<file path="src/verilog/warpPkg.sv">
package warpPkg;

	// fsb word address, a0 replaced by byte strobes
	typedef logic [23:1] addrT;

	// multiplexed dram address pins
	typedef logic [10:0] raT;

	// row comes from a21..a12
	localparam int rowWidth = 10;
	// column comes from a11..a1
	localparam int colWidth = 11;

	// decoded target of the current fsb cycle
	typedef enum logic [2:0] {
		devIdle,
		devRam,
		devRom,
		devIo,
		devNone
	} devSelT;

	// dram and rom sequencer
	typedef enum logic [3:0] {
		ramIdle,
		ramRas,
		ramCas,
		ramRomWait,
		ramRomDone,
		refCas,
		refRas1,
		refRas2,
		ramHold
	} ramStateT;

	// peripheral bus master
	typedef enum logic [1:0] {
		ioIdle,
		ioStrobe,
		ioWait,
		ioAck
	} ioStateT;

endpackage
</file>
<file path="src/verilog/ioReqIf.sv">
`timescale 1ns/1ps

interface ioReqIf;
	// four-phase request and its acknowledge
	logic req;
	logic ack;
	// cycle attributes, active high, stable while req is high
	logic write;
	logic lds;
	logic uds;
	// bus error result, valid while ack is high
	logic berr;

	modport slave(output req, write, lds, uds, input ack, berr);

	modport master(input req, write, lds, uds, output ack, berr);

endinterface

</file>
<file path="src/verilog/warpSE.sv">
`timescale 1ns/1ps

module warpSE #(
	parameter int refreshPeriod = 64
)(
	input logic FCLK,
	input logic reset,
	input warpPkg::addrT addr,
	input logic nAs,
	input logic nLds,
	input logic nUds,
	input logic nWe,
	output logic nDtack,
	output logic nBerr,
	output warpPkg::raT ra,
	output logic nRas,
	output logic nCas,
	output logic nRamLwe,
	output logic nRamUwe,
	output logic nOe,
	output logic nRomOe,
	output logic nAsIob,
	output logic rnwIob,
	output logic nLdsIob,
	output logic nUdsIob,
	input logic nDtackIob,
	input logic nBerrIob
);

	// decoded target of the open cycle
	warpPkg::devSelT devSel;
	// refresh handshake
	logic refReq;
	logic refAck;
	// termination sources
	logic ramReady;
	logic ioReady;
	logic ioBerr;

	// slave to master link
	ioReqIf ioLink();

	chipSelect u_chipSelect(
		.FCLK(FCLK),
		.reset(reset),
		.addr(addr),
		.nAs(nAs),
		.devSel(devSel)
	);

	refreshTimer #(
		.refreshPeriod(refreshPeriod)
	) u_refreshTimer(
		.FCLK(FCLK),
		.reset(reset),
		.refReq(refReq),
		.refAck(refAck)
	);

	// dram and boot rom
	ramControl u_ramControl(
		.FCLK(FCLK),
		.reset(reset),
		.addr(addr),
		.nWe(nWe),
		.nLds(nLds),
		.nUds(nUds),
		.devSel(devSel),
		.refReq(refReq),
		.refAck(refAck),
		.ramReady(ramReady),
		.ra(ra),
		.nRas(nRas),
		.nCas(nCas),
		.nRamLwe(nRamLwe),
		.nRamUwe(nRamUwe),
		.nOe(nOe),
		.nRomOe(nRomOe)
	);

	ioBusSlave u_ioBusSlave(
		.FCLK(FCLK),
		.reset(reset),
		.devSel(devSel),
		.nWe(nWe),
		.nLds(nLds),
		.nUds(nUds),
		.io(ioLink.slave),
		.ioReady(ioReady),
		.ioBerr(ioBerr)
	);

	// peripheral bus side
	ioBusMaster u_ioBusMaster(
		.FCLK(FCLK),
		.reset(reset),
		.io(ioLink.master),
		.nAsIob(nAsIob),
		.rnwIob(rnwIob),
		.nLdsIob(nLdsIob),
		.nUdsIob(nUdsIob),
		.nDtackIob(nDtackIob),
		.nBerrIob(nBerrIob)
	);

	fsbTerm u_fsbTerm(
		.FCLK(FCLK),
		.reset(reset),
		.devSel(devSel),
		.ramReady(ramReady),
		.ioReady(ioReady),
		.ioBerr(ioBerr),
		.nDtack(nDtack),
		.nBerr(nBerr)
	);

endmodule

</file>
<file path="src/verilog/fsbTerm.sv">
`timescale 1ns/1ps

module fsbTerm(
	input logic FCLK,
	input logic reset,
	input warpPkg::devSelT devSel,
	input logic ramReady,
	input logic ioReady,
	input logic ioBerr,
	output logic nDtack,
	output logic nBerr
);

	logic unmapped;

	// nothing answers in unmapped space
	assign unmapped = (devSel == warpPkg::devNone);

	always_ff @(posedge FCLK) begin
		if (reset) begin
			nDtack <= 1'b1;
			nBerr <= 1'b1;
		end else if (devSel == warpPkg::devIdle) begin
			// released once the cpu has dropped as
			nDtack <= 1'b1;
			nBerr <= 1'b1;
		end else begin
			// sticky until cycle end, io ready is only a pulse
			if (ramReady || ioReady) begin
				nDtack <= 1'b0;
			end
			if (ioBerr || unmapped) begin
				nBerr <= 1'b0;
			end
		end
	end

endmodule

</file>
<file path="src/verilog/ioBusMaster.sv">
`timescale 1ns/1ps

module ioBusMaster(
	input logic FCLK,
	input logic reset,
	ioReqIf.master io,
	output logic nAsIob,
	output logic rnwIob,
	output logic nLdsIob,
	output logic nUdsIob,
	input logic nDtackIob,
	input logic nBerrIob
);

	warpPkg::ioStateT state;

	always_ff @(posedge FCLK) begin
		if (reset) begin
			state <= warpPkg::ioIdle;
			io.ack <= 1'b0;
			io.berr <= 1'b0;
			nAsIob <= 1'b1;
			rnwIob <= 1'b1;
			nLdsIob <= 1'b1;
			nUdsIob <= 1'b1;
		end else begin
			case (state)
				warpPkg::ioIdle: begin
					// direction set up one cycle ahead of as
					if (io.req && !io.ack) begin
						state <= warpPkg::ioStrobe;
						rnwIob <= !io.write;
					end
				end
				warpPkg::ioStrobe: begin
					state <= warpPkg::ioWait;
					nAsIob <= 1'b0;
					nLdsIob <= !io.lds;
					nUdsIob <= !io.uds;
				end
				warpPkg::ioWait: begin
					// slow devices stretch this state
					if (!nDtackIob || !nBerrIob) begin
						state <= warpPkg::ioAck;
						io.ack <= 1'b1;
						// bus error takes priority over dtack
						io.berr <= !nBerrIob;
						nAsIob <= 1'b1;
						rnwIob <= 1'b1;
						nLdsIob <= 1'b1;
						nUdsIob <= 1'b1;
					end
				end
				warpPkg::ioAck: begin
					// ack held until the slave drops req
					if (!io.req) begin
						state <= warpPkg::ioIdle;
						io.ack <= 1'b0;
						io.berr <= 1'b0;
					end
				end
				default: begin
					state <= warpPkg::ioIdle;
				end
			endcase
		end
	end

endmodule

</file>
<file path="src/verilog/ioBusSlave.sv">
`timescale 1ns/1ps

module ioBusSlave(
	input logic FCLK,
	input logic reset,
	input warpPkg::devSelT devSel,
	input logic nWe,
	input logic nLds,
	input logic nUds,
	ioReqIf.slave io,
	output logic ioReady,
	output logic ioBerr
);

	logic done;
	logic start;

	// one request per io cycle, only after the link is fully idle
	assign start = (devSel == warpPkg::devIo) && !done && !io.req && !io.ack;

	always_ff @(posedge FCLK) begin
		if (reset) begin
			io.req <= 1'b0;
			done <= 1'b0;
			ioReady <= 1'b0;
			ioBerr <= 1'b0;
		end else begin
			// result strobes are single pulses
			ioReady <= 1'b0;
			ioBerr <= 1'b0;
			if (start) begin
				io.req <= 1'b1;
			end else if (io.req && io.ack) begin
				// drop req, master then drops ack
				io.req <= 1'b0;
				done <= 1'b1;
				ioReady <= !io.berr;
				ioBerr <= io.berr;
			end
			// rearm for the next cpu cycle
			if (devSel == warpPkg::devIdle) begin
				done <= 1'b0;
			end
		end
	end

	// attributes copied with req and held while it is open
	always_ff @(posedge FCLK) begin
		if (start) begin
			io.write <= !nWe;
			io.lds <= !nLds;
			io.uds <= !nUds;
		end
	end

endmodule

</file>
<file path="src/verilog/ramControl.sv">
`timescale 1ns/1ps

module ramControl(
	input logic FCLK,
	input logic reset,
	input warpPkg::addrT addr,
	input logic nWe,
	input logic nLds,
	input logic nUds,
	input warpPkg::devSelT devSel,
	input logic refReq,
	output logic refAck,
	output logic ramReady,
	output warpPkg::raT ra,
	output logic nRas,
	output logic nCas,
	output logic nRamLwe,
	output logic nRamUwe,
	output logic nOe,
	output logic nRomOe
);

	warpPkg::ramStateT state;
	warpPkg::raT rowAddr;
	warpPkg::raT colAddr;
	logic refPending;

	// row is a21..a12 with the top ra bit zero
	assign rowAddr = warpPkg::raT'(addr[12 +: warpPkg::rowWidth]);
	// column is a11..a1
	assign colAddr = warpPkg::raT'(addr[1 +: warpPkg::colWidth]);
	// open request not yet acknowledged
	assign refPending = refReq && !refAck;

	always_ff @(posedge FCLK) begin
		if (reset) begin
			state <= warpPkg::ramIdle;
			refAck <= 1'b0;
			ramReady <= 1'b0;
			nRas <= 1'b1;
			nCas <= 1'b1;
			nRamLwe <= 1'b1;
			nRamUwe <= 1'b1;
			nOe <= 1'b1;
			nRomOe <= 1'b1;
		end else begin
			// return phase of the refresh handshake
			if (refAck && !refReq) begin
				refAck <= 1'b0;
			end
			case (state)
				warpPkg::ramIdle: begin
					// refresh wins, access waits here
					if (refPending) begin
						state <= warpPkg::refCas;
						nCas <= 1'b0;
					end else if (devSel == warpPkg::devRam) begin
						state <= warpPkg::ramRas;
						nRas <= 1'b0;
					end else if (devSel == warpPkg::devRom) begin
						state <= warpPkg::ramRomWait;
						// flash output only driven on reads
						nRomOe <= !nWe;
					end
				end
				warpPkg::ramRas: begin
					state <= warpPkg::ramCas;
					nCas <= 1'b0;
					ramReady <= 1'b1;
					// byte write enables only for writes
					nRamLwe <= nWe | nLds;
					nRamUwe <= nWe | nUds;
					nOe <= !nWe;
				end
				warpPkg::ramCas: begin
					state <= warpPkg::ramHold;
				end
				warpPkg::ramRomWait: begin
					state <= warpPkg::ramRomDone;
				end
				warpPkg::ramRomDone: begin
					state <= warpPkg::ramHold;
					ramReady <= 1'b1;
				end
				warpPkg::refCas: begin
					// cas before ras
					state <= warpPkg::refRas1;
					nCas <= 1'b1;
					nRas <= 1'b0;
				end
				warpPkg::refRas1: begin
					state <= warpPkg::refRas2;
				end
				warpPkg::refRas2: begin
					state <= warpPkg::ramIdle;
					nRas <= 1'b1;
					refAck <= 1'b1;
				end
				warpPkg::ramHold: begin
					// strobes stay until the cpu drops as
					if (devSel == warpPkg::devIdle) begin
						state <= warpPkg::ramIdle;
						ramReady <= 1'b0;
						nRas <= 1'b1;
						nCas <= 1'b1;
						nRamLwe <= 1'b1;
						nRamUwe <= 1'b1;
						nOe <= 1'b1;
						nRomOe <= 1'b1;
					end
				end
				default: begin
					state <= warpPkg::ramIdle;
				end
			endcase
		end
	end

	// row tracks the bus until ras, column latched with cas
	always_ff @(posedge FCLK) begin
		if (state == warpPkg::ramIdle) begin
			ra <= rowAddr;
		end else if (state == warpPkg::ramRas) begin
			ra <= colAddr;
		end
	end

endmodule

</file>
<file path="src/verilog/refreshTimer.sv">
`timescale 1ns/1ps

module refreshTimer #(
	parameter int refreshPeriod = 64
)(
	input logic FCLK,
	input logic reset,
	output logic refReq,
	input logic refAck
);

	localparam int cntWidth = (refreshPeriod > 1) ? $clog2(refreshPeriod) : 1;

	logic [cntWidth-1:0] count;
	logic wrap;
	logic pending;
	logic start;

	assign wrap = (count == cntWidth'(refreshPeriod - 1));
	// new request only once the previous handshake is fully closed
	assign start = !refReq && !refAck && (wrap || pending);

	always_ff @(posedge FCLK) begin
		if (reset) begin
			count <= '0;
			refReq <= 1'b0;
			pending <= 1'b0;
		end else begin
			// free running
			count <= wrap ? '0 : count + 1'b1;
			if (refReq && refAck) begin
				refReq <= 1'b0;
			end else if (start) begin
				refReq <= 1'b1;
			end
			// wrap during an open request counts as one more
			if (start) begin
				pending <= pending && wrap;
			end else if (wrap) begin
				pending <= 1'b1;
			end
		end
	end

endmodule

</file>
<file path="src/verilog/chipSelect.sv">
`timescale 1ns/1ps

module chipSelect(
	input logic FCLK,
	input logic reset,
	input warpPkg::addrT addr,
	input logic nAs,
	output warpPkg::devSelT devSel
);

	// address map on a23..a20
	function automatic warpPkg::devSelT decode(input warpPkg::addrT a);
		case (a[23:20])
			4'h0, 4'h1, 4'h2, 4'h3: decode = warpPkg::devRam;
			4'h4: decode = warpPkg::devRom;
			4'hE, 4'hF: decode = warpPkg::devIo;
			default: decode = warpPkg::devNone;
		endcase
	endfunction

	logic cycleStart;
	logic cycleEnd;

	// first edge with as low while no cycle is open
	assign cycleStart = !nAs && (devSel == warpPkg::devIdle);
	// any edge with as high closes the cycle
	assign cycleEnd = nAs;

	always_ff @(posedge FCLK) begin
		if (reset) begin
			devSel <= warpPkg::devIdle;
		end else if (cycleEnd) begin
			devSel <= warpPkg::devIdle;
		end else if (cycleStart) begin
			// target latched once, held for the whole cycle
			devSel <= decode(addr);
		end
	end

endmodule

</file>
<file path="config.mk">
export PLATFORM = sky130hd
export DESIGN_NAME = warpSE
export DESIGN_NICKNAME = d
export VERILOG_FILES = /design/src/verilog/warpPkg.sv /design/src/verilog/ioReqIf.sv /design/src/verilog/warpSE.sv /design/src/verilog/fsbTerm.sv /design/src/verilog/ioBusMaster.sv /design/src/verilog/ioBusSlave.sv /design/src/verilog/ramControl.sv /design/src/verilog/refreshTimer.sv /design/src/verilog/chipSelect.sv
export SDC_FILE = /design/constraint.sdc
export NUM_CORES = 1
export LEC_CHECK = 0
export ABC_AREA = 1
export BUFFER_PORTS_ARGS = -buffer_cell sky130_fd_sc_hd__buf_4
export CORE_ASPECT_RATIO = 0.7
export CORE_MARGIN = 3
export CORE_UTILIZATION = 53
export CTS_BUF_LIST = sky130_fd_sc_hd__clkbuf_4 sky130_fd_sc_hd__clkbuf_8 sky130_fd_sc_hd__clkbuf_16
export DETAILED_ROUTE_END_ITERATION = 16
export GPL_TIMING_DRIVEN = 0
export PLACE_DENSITY = 0.79
export SYNTH_ARGS = -nofsm -noshare
export SYNTH_HDL_FRONTEND = slang
export SYNTH_SLANG_ARGS = --single-unit
</file>
<file path="constraint.sdc">
create_clock -name FCLK -period 1.7 [get_ports FCLK]
set_input_delay 0.085 -clock FCLK [delete_from_list [all_inputs] [get_ports FCLK]]
set_output_delay 0.085 -clock FCLK [all_outputs]
set_load 0.02 [all_outputs]
</file>
==> out/qor.txt, run 1 <==
Top cells by count, synth: nand2_1, dfxtp_1, inv_1, nor2_1, nand3_1
Clock Tree Buf Depth: 2
# DRC: 0
Layout cell share with drive strength beyond 1: 23.5%
Drt via density: 5.13
Final hold slack: 0.0409 ns
Clk_skew: 0.00712 ns
FP Rows: 19
FF-to-FF End: u_ioBusMaster.io.berr
Final HPWL DP: 4110 um
DRT antenna net count: 0
Total negative slack: 0 ns
Die ar.: 5280 um^2
Async SR Flop Fraction: 0%
Post-synthesis cell type count: 31
Cell count after synthesis: 300
Routed wire length per instance: 12.7 um
CP Capture Type: flip-flop
WS Path Type: reg -> reg
Worst-path clk slew: 0.09 ns
Endpoints failing setup: 0
FF-to-FF path depth: 6
Core area: 4090 um^2
Vias in the first global route: 1854
Synthesis warning total: 0
Most common cell in the netlist: nand2_1
Worst Path Max Fanout: 6
Place WS: 0.266 ns
Top cell type's share of synthesized area: 32.4%
Mapped Nets: 337
Total setup buffers inserted after CTS: 0
Latest clock arrival within the worst-skew pair: 0.30 ns
CTS Hold Bufs: 1
Post_cts resized: 0
Chip height: 61.7 um
DR pass1 iterations: 5
Initial Util: 57.4%
Syn_area_per_cell: 7.82 um^2
# clock sinks: 51
Total track usage: 20.6%
Maximum clock frequency: 0.688 GHz
Top cells by area, synth: dfxtp_1, edfxtp_1, nand2_1, inv_1, nand3_1
Max VDD drop: 1.17 mV
CP endpoint: u_ioBusMaster.io.berr
Startpoint Class: flip-flop
Largest net degree at the start of global routing: 17
Total routed wirelength: 5250 um
Primary FF master, synth: dfxtp_1
Reg2reg start: u_ioBusMaster.state[0]
Grt ovf: 0
Initial antenna violation count: 0
Crit path launch: u_ioBusMaster.state[0]
RSZ-0062 raised after global routing: no
Pwr Total: 4.62 mW
Mapped Area: 2350 um^2
Status: finished, final reports clean
Htree depth: 2
Post-layout nets: 397
Lkg Pwr: 1.40 nW
Hold WC Path Type: in -> reg
PnR worst setup slack: 0.247 ns
Final slew viol count: 0
# IOs: 54
Worst slew pin tran: 0.455 ns
Fin. Hold Viols: 0
Required time of the critical path: 1.94 ns
Gp weighted congestion: 0.848
Rel. slew slack: 69.7%
Chip width: 85.5 um
Seq cells post-synth: 51
Fill cells: 346
CTS buffer count: 5
Pwr per Cell Area: 1580 nW/um^2
TritonCTS clock tree: done
Root buf cell: clkbuf_8
Period minus WS final: 1.45 ns
Max-Cap Viols: 0
FF-to-FF setup slack: 0.25 ns
Post-synth EDFFs: 13
First-pass GRT wire length: 8450 um
CP arrival: 1.70 ns
DR iter-0 viols: 161
Inserted Diodes: 0
Via count: 2120
Syn-to-layout area delta: 24.4%
Synth area leader: dfxtp_1
Sequential element share of the synthesized area: 49.0%
Tcrit/Tclk final: 85.5%
I/O Buffers: 52
-- flip-flops by register name, indices dropped and copies added (netlist names), 2 cells and up --
signal	cells
u_ramControl.ra	11
u_refreshTimer.count	6
u_ioBusMaster.state	2
u_ramControl.state	4
u_chipSelect.devSel	3
-- worst max-delay path: stages, from the launching register on --
cell and delay [ns]:
dfxtp_1 0.34, inv_1 0.12, ha_1 0.29, nand2_2 0.10, or2_1 0.22, or2_1 0.22, a21oi_2 0.10
-- cells in the final DEF, fill, tap and decap left out, types with 2 or more instances in the layout --
master,instances
nor2_2,4
a21oi_1,17
ha_1,6
dfxtp_1,38
buf_4,52
inv_1,38
nor3_1,6
nor2_4,2
or2_1,2
or2_2,4
nand3_1,22
o21ai_0,12
edfxtp_1,13
a31oi_1,2
buf_2,3
nor2_1,29
o211ai_1,3
nand3b_1,2
inv_2,3
o31ai_1,2
clkbuf_8,5
nand2_2,3
nand2_1,79
-- how the worst min path moves through the flow --
stage,start,end,slack (ns),cells past startpoint
final,nLds,u_ioBusSlave.io.lds,0.04,2
after global placement,addr[10],u_ramControl.ra[10],0.31,2
after floorplan,addr[10],u_ramControl.ra[10],0.21,1
after detailed placement,addr[10],u_ramControl.ra[10],0.31,2
after CTS,nLds,u_ioBusSlave.io.lds,0.04,2
after global routing,nUds,u_ioBusSlave.io.uds,0.04,2
-- metrics by stage --
stage | std cells | instance area (um^2) | utilization (%)
after floorplan | 300 | 2350 | -
after global placement | 404 | 2800 | 68.5
after detailed placement | 404 | 2800 | 68.5
after CTS | 413 | 2920 | 71.4
after global routing | 413 | 2920 | 71.4
final | 413 | 2920 | 71.4
-- report_power, final --
part | leakage (nW) | total [mW] | internal, mW | switching (mW)
Sequential | 0.442 | 1.78 | 1.62 | 0.158
Clock | 0.0573 | 0.786 | 0.398 | 0.388
Combinational | 0.905 | 2.05 | 0.768 | 1.28
Total | 1.40 | 4.62 | 2.79 | 1.83
-- cell families after synthesis --
kind of cell | synth area share [%]
buffers and inverters | 7.84
flip-flops | 49.0
AND/OR/NAND/NOR | 29.8
AO/OA/AOI/OAI | 10.1
adder cells (fa/ha/maj) | 3.20
-- routing by layer --
layer | track usage [%] | share of wire (%) | wire, um
met1 | 29.4 | 49 | 2570
met2 | 32.5 | 42 | 2210
met3 | 4.68 | 8.2 | 428
met4 | 4.06 | 0.76 | 40
met5 | 0 | 0 | 0
-- area by class of cell --
type | count | area (um^2) | share of cell area (%)
Buffer | 5 | 30.0 | 1.03
Clock buffer | 7 | 101 | 3.47
Clock inverter | 1 | 6.26 | 0.214
Inverter | 41 | 154 | 5.27
Multi-Input combinational cell | 203 | 1010 | 34.7
Sequential cell | 51 | 1150 | 39.4
Tap cell | 52 | 65.1 | 2.23
Timing Repair Buffer | 53 | 400 | 13.7
No activity file was read; power rests on OpenSTA's default activity.
==> run 2, diff against run 1 <==
==> constraint.sdc (replaced) <==
create_clock -name FCLK -period 1.7 [get_ports FCLK]
set_input_delay 0.17 -clock FCLK [delete_from_list [all_inputs] [get_ports FCLK]]
set_output_delay 0.17 -clock FCLK [all_outputs]
set_load 0.02 [all_outputs]
==> out/qor.txt, run 2 (synthesis gave the netlist of run 1 again) <==
Inserted Diodes: 0
Rel. slew slack: 70.2%
Total negative slack: 0 ns
WP depth: 6
Fin. Hold Viols: 0
Total setup buffers inserted after CTS: 0
CP Capture Type: flip-flop
Multi-input combinational cell area: 1010 um^2
Pwr per Cell Area: 1580 nW/um^2
Chip width: 85.5 um
Core area: 4090 um^2
FF-to-FF path depth: 6
Critical-path top delay cell: dfxtp_1
Non-Filler Instances: 412
Gp weighted congestion: 0.848
CTS buffer count: 5
Max VDD drop: 1.17 mV
CP arrival: 1.70 ns
Initial Util: 57.4%
# IOs: 54
Endpoints failing setup: 0
Via count: 2100
Largest stage delay, worst path: 0.34 ns
Placed inst area: 2800 um^2
Post_cts resized: 0
CTS Hold Bufs: 0
Clk_skew: 0.00817 ns
TritonCTS clock tree: done
Worst slew pin tran: 0.447 ns
Die ar.: 5280 um^2
Worst hold path stage count: 2
Vias in the first global route: 1850
Clock Tree Buf Depth: 2
Startpoint Class: flip-flop
Hold WC Path Type: in -> reg
Syn-to-layout area delta: 24.0%
Total routed wirelength: 5210 um
Biggest regs: u_ramControl.ra x11, u_refreshTimer.count x6, u_ramControl.state x4
Initial antenna violation count: 0
FF+latch area: 1150 um^2
Status: finished, final reports clean
CP delay by family, top: simple AND/OR/NAND/NOR gates
# clock sinks: 51
Most common cell after layout, fill and taps aside: nand2_1
Worst Path Max Fanout: 6
WS Path Type: reg -> reg
Drt via density: 5.10
Maximum clock frequency: 0.688 GHz
Most frequent cells in the layout: nand2_1, buf_4, inv_1, dfxtp_1, nor2_1
Max reg flops: 11
CP Cell Sequence: inv_1, ha_1, nand2_2, or2_1, or2_1, a21oi_2
# DRC: 0
Root buf cell: clkbuf_8
Crit path buf inv count: 1
Cells after DPL: 404
Period minus WS final: 1.45 ns
Max-Cap Viols: 0
I/O Buffers: 52
Htree depth: 2
Final Cell Area: 2910 um^2
Routed wire length per instance: 12.6 um
Total track usage: 20.5%
DR pass1 iterations: 5
DR iter-0 viols: 163
Grt ovf: 0
Largest Register: u_ramControl.ra
Post-layout nets: 396
RSZ-0062 raised after global routing: no
Largest net degree at the start of global routing: 17
FP Rows: 19
Latest clock arrival within the worst-skew pair: 0.30 ns
Tcrit/Tclk final: 85.5%
DRT antenna net count: 0
Worst-path clk slew: 0.09 ns
Layout cell share with drive strength beyond 1: 23.6%
Final HPWL DP: 4110 um
Lkg Pwr: 1.40 nW
Fill cells: 345
Top cell by count, worst path: or2_1
First-pass GRT wire length: 8420 um
Required time of the critical path: 1.94 ns
Chip height: 61.7 um
Final slew viol count: 0
[run 2: cell types whose count changed in the layout (fill, tap and decap cells not counted), sizes merged]
cell and change:
dlygate4sd3 -1
[run 2: worst reg2reg max path: stages, from the launching register on]
cell	delay [ns]
dfxtp_1	0.34
inv_1	0.12
ha_1	0.30
nand2_2	0.10
or2_1	0.22
or2_1	0.22
a21oi_2	0.10
[run 2: worst paths after layout]
kind                                        startpoint                     to  slack [ns]
worst max-delay path            u_ioBusMaster.state[0]  u_ioBusMaster.io.berr        0.25
worst min-delay path                          addr[10]    u_ramControl.ra[10]        0.09
worst max register to register  u_ioBusMaster.state[0]  u_ioBusMaster.io.berr        0.25
worst min register to register    u_ioBusSlave.ioReady       u_fsbTerm.nDtack        0.41
[run 2: routing by layer]
layer / routed length, um / up-vias / track usage (%)
li1: - / 1078 / -
met1: 2530 / 936 / 29.3
met2: 2170 / 81 / 32.3
met3: 466 / 5 / 4.68
met4: 38 / 0 / 4.06
met5: 0 / - / 0
[run 2: where the power goes]
part,internal [mW],total (mW),switching (mW)
Clock,0.397,0.784,0.387
Combinational,0.766,2.05,1.28
Sequential,1.62,1.78,0.156
Total,2.78,4.61,1.82
[run 2: cell type report]
type                    count  area share, %
flip-flops and latches     51           39.6
multi-input cells         203           34.8
repair buffers             52           13.4
inverters                  41           5.29
clock buffers               7           3.48
well taps                  52           2.24
plain buffers               5           1.03
clock inverters             1          0.215
[run 2: per-stage QoR]
| step | utilization (%) | total power, mW | setup slack, ns | hold WS [ns] |
|---|---|---|---|---|
| after floorplan | - | 3.16 | 0.393 | 0.295 |
| after global placement | 68.5 | 3.79 | 0.275 | 0.391 |
| after detailed placement | 68.5 | 3.84 | 0.266 | 0.395 |
| after CTS | 71.2 | 4.63 | 0.255 | 0.0825 |
| after global routing | 71.2 | 4.94 | 0.151 | 0.0739 |
| final | 71.2 | 4.61 | 0.246 | 0.0876 |
